File: src/design/rom_check_pkg.sv
// ROM check shared definitions
`default_nettype none

package rom_check_pkg;

  // Four-bit boolean with a single valid true and a single valid false encoding
  typedef logic [3:0] mubi4_t;

  parameter mubi4_t MuBi4True  = 4'h6;
  parameter mubi4_t MuBi4False = 4'h9;

  // Checker FSM states are ten bits wide
  // Only Done carries MuBi4True in its low nibble, so the nibble doubles as the done flag
  // The reset state carries MuBi4False there
  typedef enum logic [9:0] {
    ReadingLow  = 10'b0001011001,
    ReadingHigh = 10'b0110100101,
    RomAhead    = 10'b1100011001,
    KmacAhead   = 10'b1000101100,
    Checking    = 10'b0111011010,
    Done        = 10'b0010110110,
    Invalid     = 10'b1101000000
  } fsm_state_e;

  // Number of bits needed to index a memory of the given depth and never below one
  function automatic int addr_bits(input int depth);
    return (depth > 1) ? $clog2(depth) : 1;
  endfunction

endpackage

`default_nettype wire

File: src/design/rom_scan_if.sv
// ROM scan interface
`timescale 1ns/1ns
`default_nettype none

interface rom_scan_if #(
  parameter int AddrW = 5
);

  // Read side, one ROM read per cycle while read_req is high
  logic [AddrW-1:0] read_addr;
  logic             read_req;

  // Data side, names the word that is on the ROM data bus this cycle
  logic [AddrW-1:0] data_addr;
  logic             data_rdy;
  logic             data_last_nontop;
  logic             done;

  modport counter (
    output read_addr, read_req, data_addr, data_last_nontop, done,
    input  data_rdy
  );

  modport fsm (
    input  read_addr, read_req, data_addr, data_last_nontop, done,
    output data_rdy
  );

endinterface

`default_nettype wire

File: src/design/rom_addr_counter.sv
// ROM address counter
`timescale 1ns/1ns
`default_nettype none

module rom_addr_counter #(
  parameter int RomDepth = 32,
  parameter int TopCount = 8
) (
  input wire logic   clk_i,
  input wire logic   rst_ni,
  rom_scan_if.counter scan_o
);

  import rom_check_pkg::*;

  localparam int Aw = addr_bits(RomDepth);
  localparam logic [Aw-1:0] LastAddr    = Aw'(RomDepth - 1);
  localparam logic [Aw-1:0] LastLowAddr = Aw'(RomDepth - TopCount - 1);

  logic [Aw-1:0] read_addr_q, data_addr_q;
  logic          pending_q, all_read_q, done_q;
  logic          consume, read_req;

  // A word is pending between its read and the cycle the FSM takes it
  assign consume  = pending_q & scan_o.data_rdy;

  // Keep at most one word ahead of the consumer
  assign read_req = ~all_read_q & (~pending_q | consume);

  always_ff @(posedge clk_i or negedge rst_ni) begin
    if (!rst_ni) begin
      read_addr_q <= '0;
      data_addr_q <= '0;
      pending_q   <= 1'b0;
      all_read_q  <= 1'b0;
      done_q      <= 1'b0;
    end else begin
      pending_q <= read_req | (pending_q & ~scan_o.data_rdy);
      if (read_req) begin
        // The top address is read last and then the flag marks reads as finished
        if (read_addr_q == LastAddr) all_read_q <= 1'b1;
        else read_addr_q <= read_addr_q + 1'b1;
      end
      if (consume) begin
        if (data_addr_q == LastAddr) done_q <= 1'b1;
        else data_addr_q <= data_addr_q + 1'b1;
      end
    end
  end

  assign scan_o.read_addr        = read_addr_q;
  assign scan_o.read_req         = read_req;
  assign scan_o.data_addr        = data_addr_q;
  assign scan_o.data_last_nontop = (data_addr_q == LastLowAddr);
  assign scan_o.done             = done_q;

  // While a word is pending the read address runs exactly one word ahead of it
  ReadOneAhead_A: assert property (@(posedge clk_i) disable iff (!rst_ni)
    pending_q && !all_read_q |-> read_addr_q == data_addr_q + 1'b1);

endmodule

`default_nettype wire

File: src/design/digest_regs.sv
// Digest register block
`timescale 1ns/1ns
`default_nettype none

module digest_regs #(
  parameter int TopCount = 8
) (
  input  wire logic                                       clk_i,
  input  wire logic                                       rst_ni,
  input  wire logic                                       digest_vld_i,
  input  wire logic [TopCount*32-1:0]                     digest_i,
  input  wire logic                                       exp_vld_i,
  input  wire logic [rom_check_pkg::addr_bits(TopCount)-1:0] exp_idx_i,
  input  wire logic [31:0]                                exp_word_i,
  output logic      [TopCount*32-1:0]                     digest_o,
  output logic      [TopCount*32-1:0]                     exp_digest_o
);

  logic [TopCount*32-1:0] digest_q, exp_q;

  // Computed digest arrives all at once from the hash engine
  always_ff @(posedge clk_i or negedge rst_ni) begin
    if (!rst_ni) begin
      digest_q <= '0;
    end else if (digest_vld_i) begin
      digest_q <= digest_i;
    end
  end

  // Expected digest is filled one word at a time as the top of ROM is read
  always_ff @(posedge clk_i or negedge rst_ni) begin
    if (!rst_ni) begin
      exp_q <= '0;
    end else if (exp_vld_i) begin
      exp_q[exp_idx_i*32 +: 32] <= exp_word_i;
    end
  end

  assign digest_o     = digest_q;
  assign exp_digest_o = exp_q;

  // The FSM must only snoop addresses that belong to the digest
  ExpIdxInRange_A: assert property (@(posedge clk_i) disable iff (!rst_ni)
    exp_vld_i |-> (int'(exp_idx_i) < TopCount));

endmodule

`default_nettype wire

File: src/design/digest_compare.sv
// Digest comparator
`timescale 1ns/1ns
`default_nettype none

module digest_compare #(
  parameter int TopCount = 8
) (
  input  wire logic                   clk_i,
  input  wire logic                   rst_ni,
  input  wire logic                   start_i,
  input  wire logic [TopCount*32-1:0] digest_i,
  input  wire logic [TopCount*32-1:0] exp_digest_i,
  output logic                        done_o,
  output rom_check_pkg::mubi4_t       good_o,
  output logic                        alert_o
);

  import rom_check_pkg::*;

  localparam int Iw = addr_bits(TopCount);
  localparam logic [Iw-1:0] LastIdx = Iw'(TopCount - 1);

  logic [Iw-1:0] idx_q;
  logic          busy_q, match_q, done_q, alert_q;
  mubi4_t        good_q;
  logic          word_eq, all_eq;

  // Compare the word selected by the running index
  assign word_eq = (digest_i[idx_q*32 +: 32] == exp_digest_i[idx_q*32 +: 32]);
  assign all_eq  = match_q & word_eq;

  always_ff @(posedge clk_i or negedge rst_ni) begin
    if (!rst_ni) begin
      idx_q   <= '0;
      busy_q  <= 1'b0;
      match_q <= 1'b0;
      done_q  <= 1'b0;
      alert_q <= 1'b0;
      good_q  <= MuBi4False;
    end else begin
      // Done and alert are single-cycle pulses
      done_q  <= 1'b0;
      alert_q <= 1'b0;
      if (start_i) begin
        idx_q   <= '0;
        busy_q  <= 1'b1;
        match_q <= 1'b1;
        good_q  <= MuBi4False;
      end else if (busy_q) begin
        match_q <= all_eq;
        if (idx_q == LastIdx) begin
          busy_q  <= 1'b0;
          done_q  <= 1'b1;
          alert_q <= ~all_eq;
          good_q  <= all_eq ? MuBi4True : MuBi4False;
        end else begin
          idx_q <= idx_q + 1'b1;
        end
      end
    end
  end

  assign done_o  = done_q;
  assign good_o  = good_q;
  assign alert_o = alert_q;

  // The FSM starts one comparison only and never restarts it midway
  NoStartWhileBusy_A: assert property (@(posedge clk_i) disable iff (!rst_ni)
    start_i |-> !busy_q);

endmodule

`default_nettype wire

File: src/design/rom_check_fsm.sv
// ROM checker FSM
`timescale 1ns/1ns
`default_nettype none

module rom_check_fsm #(
  parameter int RomDepth = 32,
  parameter int TopCount = 8
) (
  input  wire logic                                           clk_i,
  input  wire logic                                           rst_ni,
  rom_scan_if.fsm                                             scan_i,
  input  wire logic                                           kmac_rom_rdy_i,
  output logic                                                kmac_rom_vld_o,
  output logic                                                kmac_rom_last_o,
  input  wire logic                                           kmac_done_i,
  input  wire logic                                           kmac_err_i,
  output logic                                                cmp_start_o,
  input  wire logic                                           cmp_done_i,
  input  wire rom_check_pkg::mubi4_t                          cmp_good_i,
  input  wire logic                                           cmp_alert_i,
  output logic                                                exp_vld_o,
  output logic      [rom_check_pkg::addr_bits(TopCount)-1:0] exp_idx_o,
  output rom_check_pkg::mubi4_t                               done_o,
  output rom_check_pkg::mubi4_t                               good_o,
  output logic                                                keymgr_valid_o,
  output logic                                                alert_o
);

  import rom_check_pkg::*;

  localparam int Aw = addr_bits(RomDepth);
  localparam int Tw = addr_bits(TopCount);
  localparam logic [Aw-1:0] TopStartAddr = Aw'(RomDepth - TopCount);

  fsm_state_e state_d, state_q;
  logic [9:0] state_bits;
  logic       fsm_alert, unexpected_drop;
  logic       vld_d, vld_q, start_q;
  logic [Aw-1:0] rel_addr;

  // The sequence is linear apart from the race between the hash result and the top reads
  always_comb begin
    state_d   = state_q;
    fsm_alert = 1'b0;
    unique case (state_q)
      ReadingLow: begin
        // Leave once the last low word has been accepted by the hash engine
        if (scan_i.data_last_nontop && kmac_rom_rdy_i && vld_q) state_d = ReadingHigh;
      end
      ReadingHigh: begin
        unique case ({kmac_done_i, scan_i.done})
          2'b01:   state_d = RomAhead;
          2'b10:   state_d = kmac_err_i ? Invalid : KmacAhead;
          2'b11:   state_d = kmac_err_i ? Invalid : Checking;
          default: state_d = ReadingHigh;
        endcase
      end
      RomAhead: begin
        if (kmac_done_i) state_d = kmac_err_i ? Invalid : Checking;
      end
      KmacAhead: begin
        if (scan_i.done) state_d = Checking;
      end
      Checking: begin
        if (cmp_done_i) state_d = Done;
      end
      Done: begin
        state_d = Done;
      end
      Invalid: begin
        fsm_alert = 1'b1;
        state_d   = Invalid;
      end
      default: begin
        // Any encoding outside the list is treated like Invalid
        fsm_alert = 1'b1;
        state_d   = Invalid;
      end
    endcase

    // Done signals that show up in the wrong state mean the sequence was broken
    if ((cmp_done_i && !(state_q inside {Checking, Done})) ||
        (scan_i.done && state_q == ReadingLow) ||
        (kmac_done_i && !(state_q inside {ReadingHigh, RomAhead}))) begin
      state_d = Invalid;
    end

    // Other alert sources also lock the FSM up
    if (cmp_alert_i || unexpected_drop) state_d = Invalid;
  end

  always_ff @(posedge clk_i or negedge rst_ni) begin
    if (!rst_ni) begin
      state_q <= ReadingLow;
    end else begin
      state_q <= state_d;
    end
  end

  // Low nibble of the state is the done flag and is true only in Done
  assign state_bits = state_q;
  assign done_o     = state_bits[3:0];
  assign good_o     = cmp_good_i;
  assign keymgr_valid_o = (done_o == MuBi4True);

  // Once finished the counter must hold done or it was disturbed
  assign unexpected_drop = (done_o == MuBi4True) & ~scan_i.done;

  assign alert_o = fsm_alert | cmp_alert_i | unexpected_drop;

  // Hash valid is set for each low-part read and cleared once the word is taken
  always_comb begin
    vld_d = vld_q;
    if (kmac_rom_rdy_i) vld_d = 1'b0;
    if (scan_i.read_req && state_q == ReadingLow && !scan_i.data_last_nontop) vld_d = 1'b1;
  end

  always_ff @(posedge clk_i or negedge rst_ni) begin
    if (!rst_ni) begin
      vld_q   <= 1'b0;
      start_q <= 1'b0;
    end else begin
      vld_q   <= vld_d;
      // One pulse on entry to Checking
      start_q <= (state_q != Checking) && (state_d == Checking);
    end
  end

  assign kmac_rom_vld_o  = vld_q;
  assign kmac_rom_last_o = scan_i.data_last_nontop;
  assign cmp_start_o     = start_q;

  // Top words are not hashed, so they are drained without waiting for the engine
  assign scan_i.data_rdy = kmac_rom_rdy_i | (state_q inside {ReadingHigh, KmacAhead});

  // Snoop the top part of ROM into the expected digest
  assign rel_addr  = scan_i.data_addr - TopStartAddr;
  assign exp_vld_o = (state_q inside {ReadingHigh, KmacAhead}) & ~scan_i.done;
  assign exp_idx_o = rel_addr[Tw-1:0];

  LastImpliesValid_A: assert property (@(posedge clk_i)
    disable iff (!rst_ni || state_q == Invalid)
    kmac_rom_last_o |-> kmac_rom_vld_o);

  // The counter must see the top words drained while the digest is captured
  // Each such cycle moves the data address on by one word until done
  TopDrained_A: assert property (@(posedge clk_i) disable iff (!rst_ni)
    (state_q inside {ReadingHigh, KmacAhead}) && !scan_i.done |=>
    scan_i.done || (scan_i.data_addr == $past(scan_i.data_addr) + 1'b1));

endmodule

`default_nettype wire

File: src/design/rom_access_arb.sv
// ROM port arbiter
`timescale 1ns/1ns
`default_nettype none

module rom_access_arb #(
  parameter int RomDepth = 32
) (
  input  wire logic                                           clk_i,
  input  wire logic                                           rst_ni,
  input  wire rom_check_pkg::mubi4_t                          checker_done_i,
  input  wire logic      [rom_check_pkg::addr_bits(RomDepth)-1:0] chk_addr_i,
  input  wire logic                                           chk_req_i,
  input  wire logic                                           bus_req_i,
  input  wire logic      [rom_check_pkg::addr_bits(RomDepth)-1:0] bus_addr_i,
  output logic           [rom_check_pkg::addr_bits(RomDepth)-1:0] rom_addr_o,
  output logic                                                rom_req_o,
  input  wire logic      [31:0]                               rom_data_i,
  output logic                                                bus_rvalid_o,
  output logic           [31:0]                               bus_rdata_o
);

  import rom_check_pkg::*;

  logic bus_sel;
  logic rvalid_q;

  // Strict test, any encoding other than true keeps the checker in charge
  assign bus_sel = (checker_done_i == MuBi4True);

  assign rom_addr_o = bus_sel ? bus_addr_i : chk_addr_i;
  assign rom_req_o  = bus_sel ? bus_req_i : chk_req_i;

  // ROM answers one cycle after an accepted bus read
  always_ff @(posedge clk_i or negedge rst_ni) begin
    if (!rst_ni) begin
      rvalid_q <= 1'b0;
    end else begin
      rvalid_q <= bus_sel & bus_req_i;
    end
  end

  assign bus_rvalid_o = rvalid_q;
  assign bus_rdata_o  = rvalid_q ? rom_data_i : '0;

  // Ownership passes to the bus once and never comes back
  BusOwnerSticky_A: assert property (@(posedge clk_i) disable iff (!rst_ni)
    bus_sel |=> bus_sel);

endmodule

`default_nettype wire

File: src/design/rom_check_top.sv
// ROM integrity checker top
`timescale 1ns/1ns
`default_nettype none

module rom_check_top #(
  parameter int RomDepth = 32,
  parameter int TopCount = 8
) (
  input  wire logic                                           clk_i,
  input  wire logic                                           rst_ni,
  output logic      [rom_check_pkg::addr_bits(RomDepth)-1:0] rom_addr_o,
  output logic                                                rom_req_o,
  input  wire logic [31:0]                                    rom_data_i,
  input  wire logic                                           kmac_rom_rdy_i,
  output logic                                                kmac_rom_vld_o,
  output logic                                                kmac_rom_last_o,
  input  wire logic                                           kmac_done_i,
  input  wire logic [TopCount*32-1:0]                         kmac_digest_i,
  input  wire logic                                           kmac_err_i,
  input  wire logic                                           bus_req_i,
  input  wire logic [rom_check_pkg::addr_bits(RomDepth)-1:0] bus_addr_i,
  output logic                                                bus_rvalid_o,
  output logic      [31:0]                                    bus_rdata_o,
  output rom_check_pkg::mubi4_t                               done_o,
  output rom_check_pkg::mubi4_t                               good_o,
  output logic                                                keymgr_valid_o,
  output logic      [TopCount*32-1:0]                         keymgr_digest_o,
  output logic                                                alert_o
);

  import rom_check_pkg::*;

  localparam int Aw = addr_bits(RomDepth);
  localparam int Tw = addr_bits(TopCount);

  logic                   cmp_start, cmp_done, cmp_alert;
  mubi4_t                 cmp_good, fsm_done;
  logic                   exp_vld;
  logic [Tw-1:0]          exp_idx;
  logic [TopCount*32-1:0] digest, exp_digest;

  rom_scan_if #(.AddrW(Aw)) scan ();

  // Walks the whole ROM once after reset
  rom_addr_counter #(.RomDepth(RomDepth), .TopCount(TopCount)) u_counter (
    .clk_i  (clk_i),
    .rst_ni (rst_ni),
    .scan_o (scan.counter)
  );

  rom_check_fsm #(.RomDepth(RomDepth), .TopCount(TopCount)) u_fsm (
    .clk_i           (clk_i),
    .rst_ni          (rst_ni),
    .scan_i          (scan.fsm),
    .kmac_rom_rdy_i  (kmac_rom_rdy_i),
    .kmac_rom_vld_o  (kmac_rom_vld_o),
    .kmac_rom_last_o (kmac_rom_last_o),
    .kmac_done_i     (kmac_done_i),
    .kmac_err_i      (kmac_err_i),
    .cmp_start_o     (cmp_start),
    .cmp_done_i      (cmp_done),
    .cmp_good_i      (cmp_good),
    .cmp_alert_i     (cmp_alert),
    .exp_vld_o       (exp_vld),
    .exp_idx_o       (exp_idx),
    .done_o          (fsm_done),
    .good_o          (good_o),
    .keymgr_valid_o  (keymgr_valid_o),
    .alert_o         (alert_o)
  );

  // Expected words come straight off the ROM data bus
  digest_regs #(.TopCount(TopCount)) u_regs (
    .clk_i        (clk_i),
    .rst_ni       (rst_ni),
    .digest_vld_i (kmac_done_i),
    .digest_i     (kmac_digest_i),
    .exp_vld_i    (exp_vld),
    .exp_idx_i    (exp_idx),
    .exp_word_i   (rom_data_i),
    .digest_o     (digest),
    .exp_digest_o (exp_digest)
  );

  digest_compare #(.TopCount(TopCount)) u_compare (
    .clk_i        (clk_i),
    .rst_ni       (rst_ni),
    .start_i      (cmp_start),
    .digest_i     (digest),
    .exp_digest_i (exp_digest),
    .done_o       (cmp_done),
    .good_o       (cmp_good),
    .alert_o      (cmp_alert)
  );

  // The bus only gets the ROM once the check has finished
  rom_access_arb #(.RomDepth(RomDepth)) u_arb (
    .clk_i          (clk_i),
    .rst_ni         (rst_ni),
    .checker_done_i (fsm_done),
    .chk_addr_i     (scan.read_addr),
    .chk_req_i      (scan.read_req),
    .bus_req_i      (bus_req_i),
    .bus_addr_i     (bus_addr_i),
    .rom_addr_o     (rom_addr_o),
    .rom_req_o      (rom_req_o),
    .rom_data_i     (rom_data_i),
    .bus_rvalid_o   (bus_rvalid_o),
    .bus_rdata_o    (bus_rdata_o)
  );

  assign done_o          = fsm_done;
  assign keymgr_digest_o = digest;

endmodule

`default_nettype wire

File: config.mk
export PLATFORM = sky130hd
export DESIGN_NAME = rom_check_top
export DESIGN_NICKNAME = d
export VERILOG_FILES = /design/src/design/rom_check_pkg.sv /design/src/design/rom_scan_if.sv /design/src/design/rom_addr_counter.sv /design/src/design/digest_regs.sv /design/src/design/digest_compare.sv /design/src/design/rom_check_fsm.sv /design/src/design/rom_access_arb.sv /design/src/design/rom_check_top.sv
export SDC_FILE = /design/constraint.sdc
export NUM_CORES = 1
export LEC_CHECK = 0
export BUFFER_PORTS_ARGS = -buffer_cell sky130_fd_sc_hd__buf_2
export CAP_MARGIN = 0
export CORE_MARGIN = 4
export CORE_UTILIZATION = 40
export CTS_CLUSTER_DIAMETER = 150
export CTS_CLUSTER_SIZE = 14
export DETAILED_ROUTE_END_ITERATION = 7
export PLACE_DENSITY = 0.63
export SLEW_MARGIN = 25
export SYNTH_ARGS = -nofsm -noshare
export SYNTH_HDL_FRONTEND = slang
export SYNTH_SLANG_ARGS = --single-unit
File: constraint.sdc
create_clock -name clk_i -period 2.4 [get_ports clk_i]
set_clock_uncertainty 0.15 [all_clocks]
set_input_delay 0.24 -clock clk_i [delete_from_list [all_inputs] [get_ports clk_i]]
set_output_delay 0.24 -clock clk_i [all_outputs]
set_load 0.005 [all_outputs]
==> results.tsv <==
metric	value	unit
Chip Width	258.3	um
total gr overflow	0	
Hold WC Path Type	in -> async	
Mapped Area	25060	um2
P_sw	7.176	mW
Post-route DRC	0	
DIE AREA	66720	um2
Final GP Congestion	0.9155	
Post-Route WL	105400	um
reg2reg start	u_compare.idx_q[1]	
CP Launch Point	u_fsm.state_bits[4]	
r2r endpoint	u_compare.alert_o	
Crit path depth	6	
layout cells sized above 1	54.68	%
FF-to-FF path depth	10	
Final setup viols	281	
RSZ-0062 raised after global routing	true	
mean post-synth cell area	12.69	um2
CP delay by family, top	simple AND/OR/NAND/NOR gates	
P_int	15.98	mW
worst path bufs/invs	1	
root buf cell	clkbuf_16	
Cells after Synth	1975	
crit-path cells	or3b_4 -> or3_4 -> or4_4 -> nand4_1 -> nand2_2 -> buf_2	
largest net degree at the start of global routing	107	
top_reg_cell synth	dfrtp_1	
syn nets	2282	
number of I/O port buffers	605	
Max Clk Rate	322.8	MHz
critical setup path kind	reg -> out	
Starting DRT DRC Count	1736	
MaxCap Viol Count	0	
Worst Setup End Kind	output pin	
Leak	17.65	nW
Slew headroom	56.12	%
crit path time final	3.098	ns
number of global-route vias before repair	23270	
PwrDens	595.7	nW/um2
CP arrival	2.71	ns
FILL cells	4636	
Setup crit start kind	flip-flop	
DP Wirelength	69390	um
worst-margin pin slew	0.6521	ns
synthesized flop and latch total	547	
Flop pwr share	45.7	%
Crit Path Max Fanout	2	
outcome	complete, but fails checks	
# IOs	606	
Rows	91	
first-pass GRT wire length	152300	um
clk slew on worst S/H paths	0.07	ns
Total Routing Usage GR	30.22	%
failing checks	negative setup slack	
final worst slack	-0.6978	ns
Via density	5.421	
Post-layout nets	3494	
YS warnings	0	
Area Overhead vs Synth	55.15	%
CTS buffer count	45	
Crit-path slowest cell	dfstp_2	
vias post-DR	21930	
logic gate share of total power	24.0	%
total power	23.16	mW
Post-synth ARST share	100.0	%
post-synthesis cell type count	69	
worst reg2reg setup slack	-0.57	ns
share of total power in the clock network	30.3	%
critical path data required time	2.01	ns
Post-DRT Antenna Nets	0	
Initial Util	40.53	%
First-pass DRT Iterations	7	
Core Area	61830	um2
Post-synth EDFFs	0	
initial antenna violation count	3	
H-tree depth	2	
routed len/inst	26.06	um
Worst-Skew Late Latency	0.61	ns
# clock sinks	547	
switching part of the total power	30.98	%
maximum VDD drop	0.5625	mV
TNS Setup	-83.56	ns
TritonCTS clock tree	yes	
fin. max-slew vios	0	
Seq/Total Area, Yosys	54.65	%
die height	258.3	um
Final period util	129.1	%
CTS Buffer Depth	3	
Worst Setup EP	alert_o	
Hold Violations, Final	0	
Critical Path Max Stage Delay	0.53	ns
## worst register-to-register path, delay by kind of cell, from the launching register on
kind	cells	cell delay (ns)
flip-flops	1	0.53
buffers and inverters	3	0.47
AO/OA/AOI/OAI	2	0.28
AND/OR/NAND/NOR	5	1.42
## layout by cell type, fill, tap and decap left out, types with 5 or more instances in the layout
| cell | n |
|---|---|
| dfstp_2 | 5 |
| buf_8 | 7 |
| inv_1 | 10 |
| mux4_2 | 50 |
| xnor2_1 | 32 |
| a21oi_1 | 16 |
| mux2i_1 | 19 |
| nand3b_1 | 6 |
| dlygate4sd3_1 | 308 |
| nor4_1 | 6 |
| mux2_2 | 333 |
| nand2b_1 | 5 |
| nand2_2 | 54 |
| nand4_1 | 6 |
| buf_16 | 19 |
| xor2_1 | 149 |
| o22ai_2 | 8 |
| ha_1 | 8 |
| and2_1 | 37 |
| buf_6 | 27 |
| nand2_8 | 5 |
| o21ai_1 | 45 |
| buf_12 | 60 |
| o22ai_1 | 46 |
| nand2_1 | 118 |
| dfrtp_1 | 537 |
| nor2_1 | 23 |
| nand2_4 | 64 |
| nor3_1 | 10 |
| clkbuf_1 | 17 |
| o21ai_0 | 10 |
| buf_2 | 601 |
| mux2_4 | 60 |
| buf_4 | 251 |
| o21ai_2 | 83 |
| clkbuf_16 | 54 |
## state kept, by name, indices dropped and copies added (netlist names)
register and flops:
u_arb.bus_rvalid_o 1, u_fsm.kmac_rom_vld_o 1, u_compare.idx_q 3, u_counter.scan_o.read_addr 5
u_compare.done_o 1, u_compare.match_q 1, u_counter.scan_o.done 1, u_fsm.state_bits 10
u_fsm.cmp_start_o 1, u_counter.all_read_q 1, u_regs.digest_o 256, u_counter.pending_q 1
u_counter.scan_o.data_addr 5, u_compare.busy_q 1, u_compare.good_o 2, u_regs.exp_digest_o 256
u_compare.alert_o 1
## synthesized netlist by cell type (8+ instances only)
| cell type | count | share of area, % |
|---|---|---|
| ha_1 | 8 | 0.40 |
| nor2_1 | 28 | 0.42 |
| buf_2 | 15 | 0.30 |
| o21ai_0 | 139 | 2.8 |
| o22ai_1 | 55 | 1.4 |
| xor2_1 | 151 | 5.3 |
| nand2_1 | 241 | 3.6 |
| inv_1 | 10 | 0.15 |
| buf_4 | 15 | 0.45 |
| mux2_2 | 366 | 16 |
| clkbuf_1 | 77 | 1.2 |
| mux4_2 | 50 | 4.5 |
| nor3_1 | 13 | 0.26 |
| and2_1 | 37 | 0.92 |
| buf_1 | 10 | 0.15 |
| a21oi_1 | 16 | 0.32 |
| dfrtp_1 | 542 | 54 |
| xnor2_1 | 33 | 1.2 |
| mux2_1 | 27 | 1.2 |
| mux2i_1 | 22 | 0.88 |
| nor4_1 | 12 | 0.30 |
## repair_timing
| action | 4_1_cts | 5_1_grt |
|---|---|---|
| endpoints found under the setup margin | 245 | 286 |
| gates resized for setup | 336 | 291 |
| endpoints found under the hold margin | 916 | 0 |
| buffers inserted | 43 | 40 |
| cloned | 31 | 10 |
| hold buffers | 308 | 0 |
| pin swaps | 82 | 74 |
## cells by family (layout without fill, tap and decap cells)
| family | after synthesis | count (layout) | synth area share (%) |
|---|---|---|---|
| AOI/OAI and AO/OA | 246 | 246 | 5.677 |
| and+or+nand+nor | 397 | 398 | 7.569 |
| muxes | 465 | 465 | 23.03 |
| adders and majority gates | 8 | 8 | 0.3994 |
| xor gates and xnor gates | 184 | 184 | 6.431 |
| buffers and inverters | 128 | 1358 | 2.247 |
| other | 0 | 2 | 0 |
| DFF | 547 | 547 | 54.65 |
## metal layers
layer	wire, um	vias to the layer above	track usage [%]	share of wire (%)
li1	-	9455	-	-
met1	40160	11150	38.10	38
met2	52280	1057	52.07	50
met3	8864	264	6.538	8.4
met4	4103	0	9.985	3.9
met5	0	-	0	0
## power by group through the flow
stage	Sequential, mW	Combinational, mW	Clock, mW
detailed placement	10.8	4.58	0
global placement	10.8	4.54	0
floorplan	10.5	1.95	0
global route	10.7	5.89	7.50
finish	10.6	5.55	7.02
CTS	10.6	5.27	7.18
## per-stage QoR
step           util [%]  instance area (um2)  hold slack (ns)  setup WS, ns  cells
2_1_floorplan         -                25200          -0.2056       -0.1043   1975
3_3_place_gp      50.38                31140          0.05213       -0.7924   3566
3_5_place_dp      50.38                31140          0.05454       -0.9870   3566
4_1_cts           61.07                37760          0.01353       -0.7234   4011
5_1_grt           62.88                38880          0.03920       -0.7444   4044
6_report          62.89                38880          0.01935       -0.6978   4045
## layout make-up
cell class / count / area, um2 / area share, %
clock buffer: 64 / 1240 / 3.189
sequential: 547 / 13710 / 35.26
multi-input combinational: 1301 / 12490 / 32.12
inverter: 10 / 37.54 / 0.09654
timing repair buffer: 1282 / 10330 / 26.56
clock inverter: 2 / 25.02 / 0.06436
tap: 837 / 1047 / 2.694
antenna: 2 / 5.005 / 0.01287
## how the worst min path moves through the flow
stage / slack, ns / end / startpoint / depth (start not counted)
floorplan: -0.21 / u_arb.bus_rvalid_o / rst_ni / 0
global placement: 0.05 / u_regs.digest_o[210] / rst_ni / 1
detailed placement: 0.05 / u_regs.digest_o[114] / rst_ni / 1
CTS: 0.01 / u_regs.digest_o[210] / rst_ni / 2
global route: 0.04 / u_regs.digest_o[210] / rst_ni / 2
finish: 0.02 / u_regs.digest_o[210] / rst_ni / 2
Power figures use the tool's default switching activity.
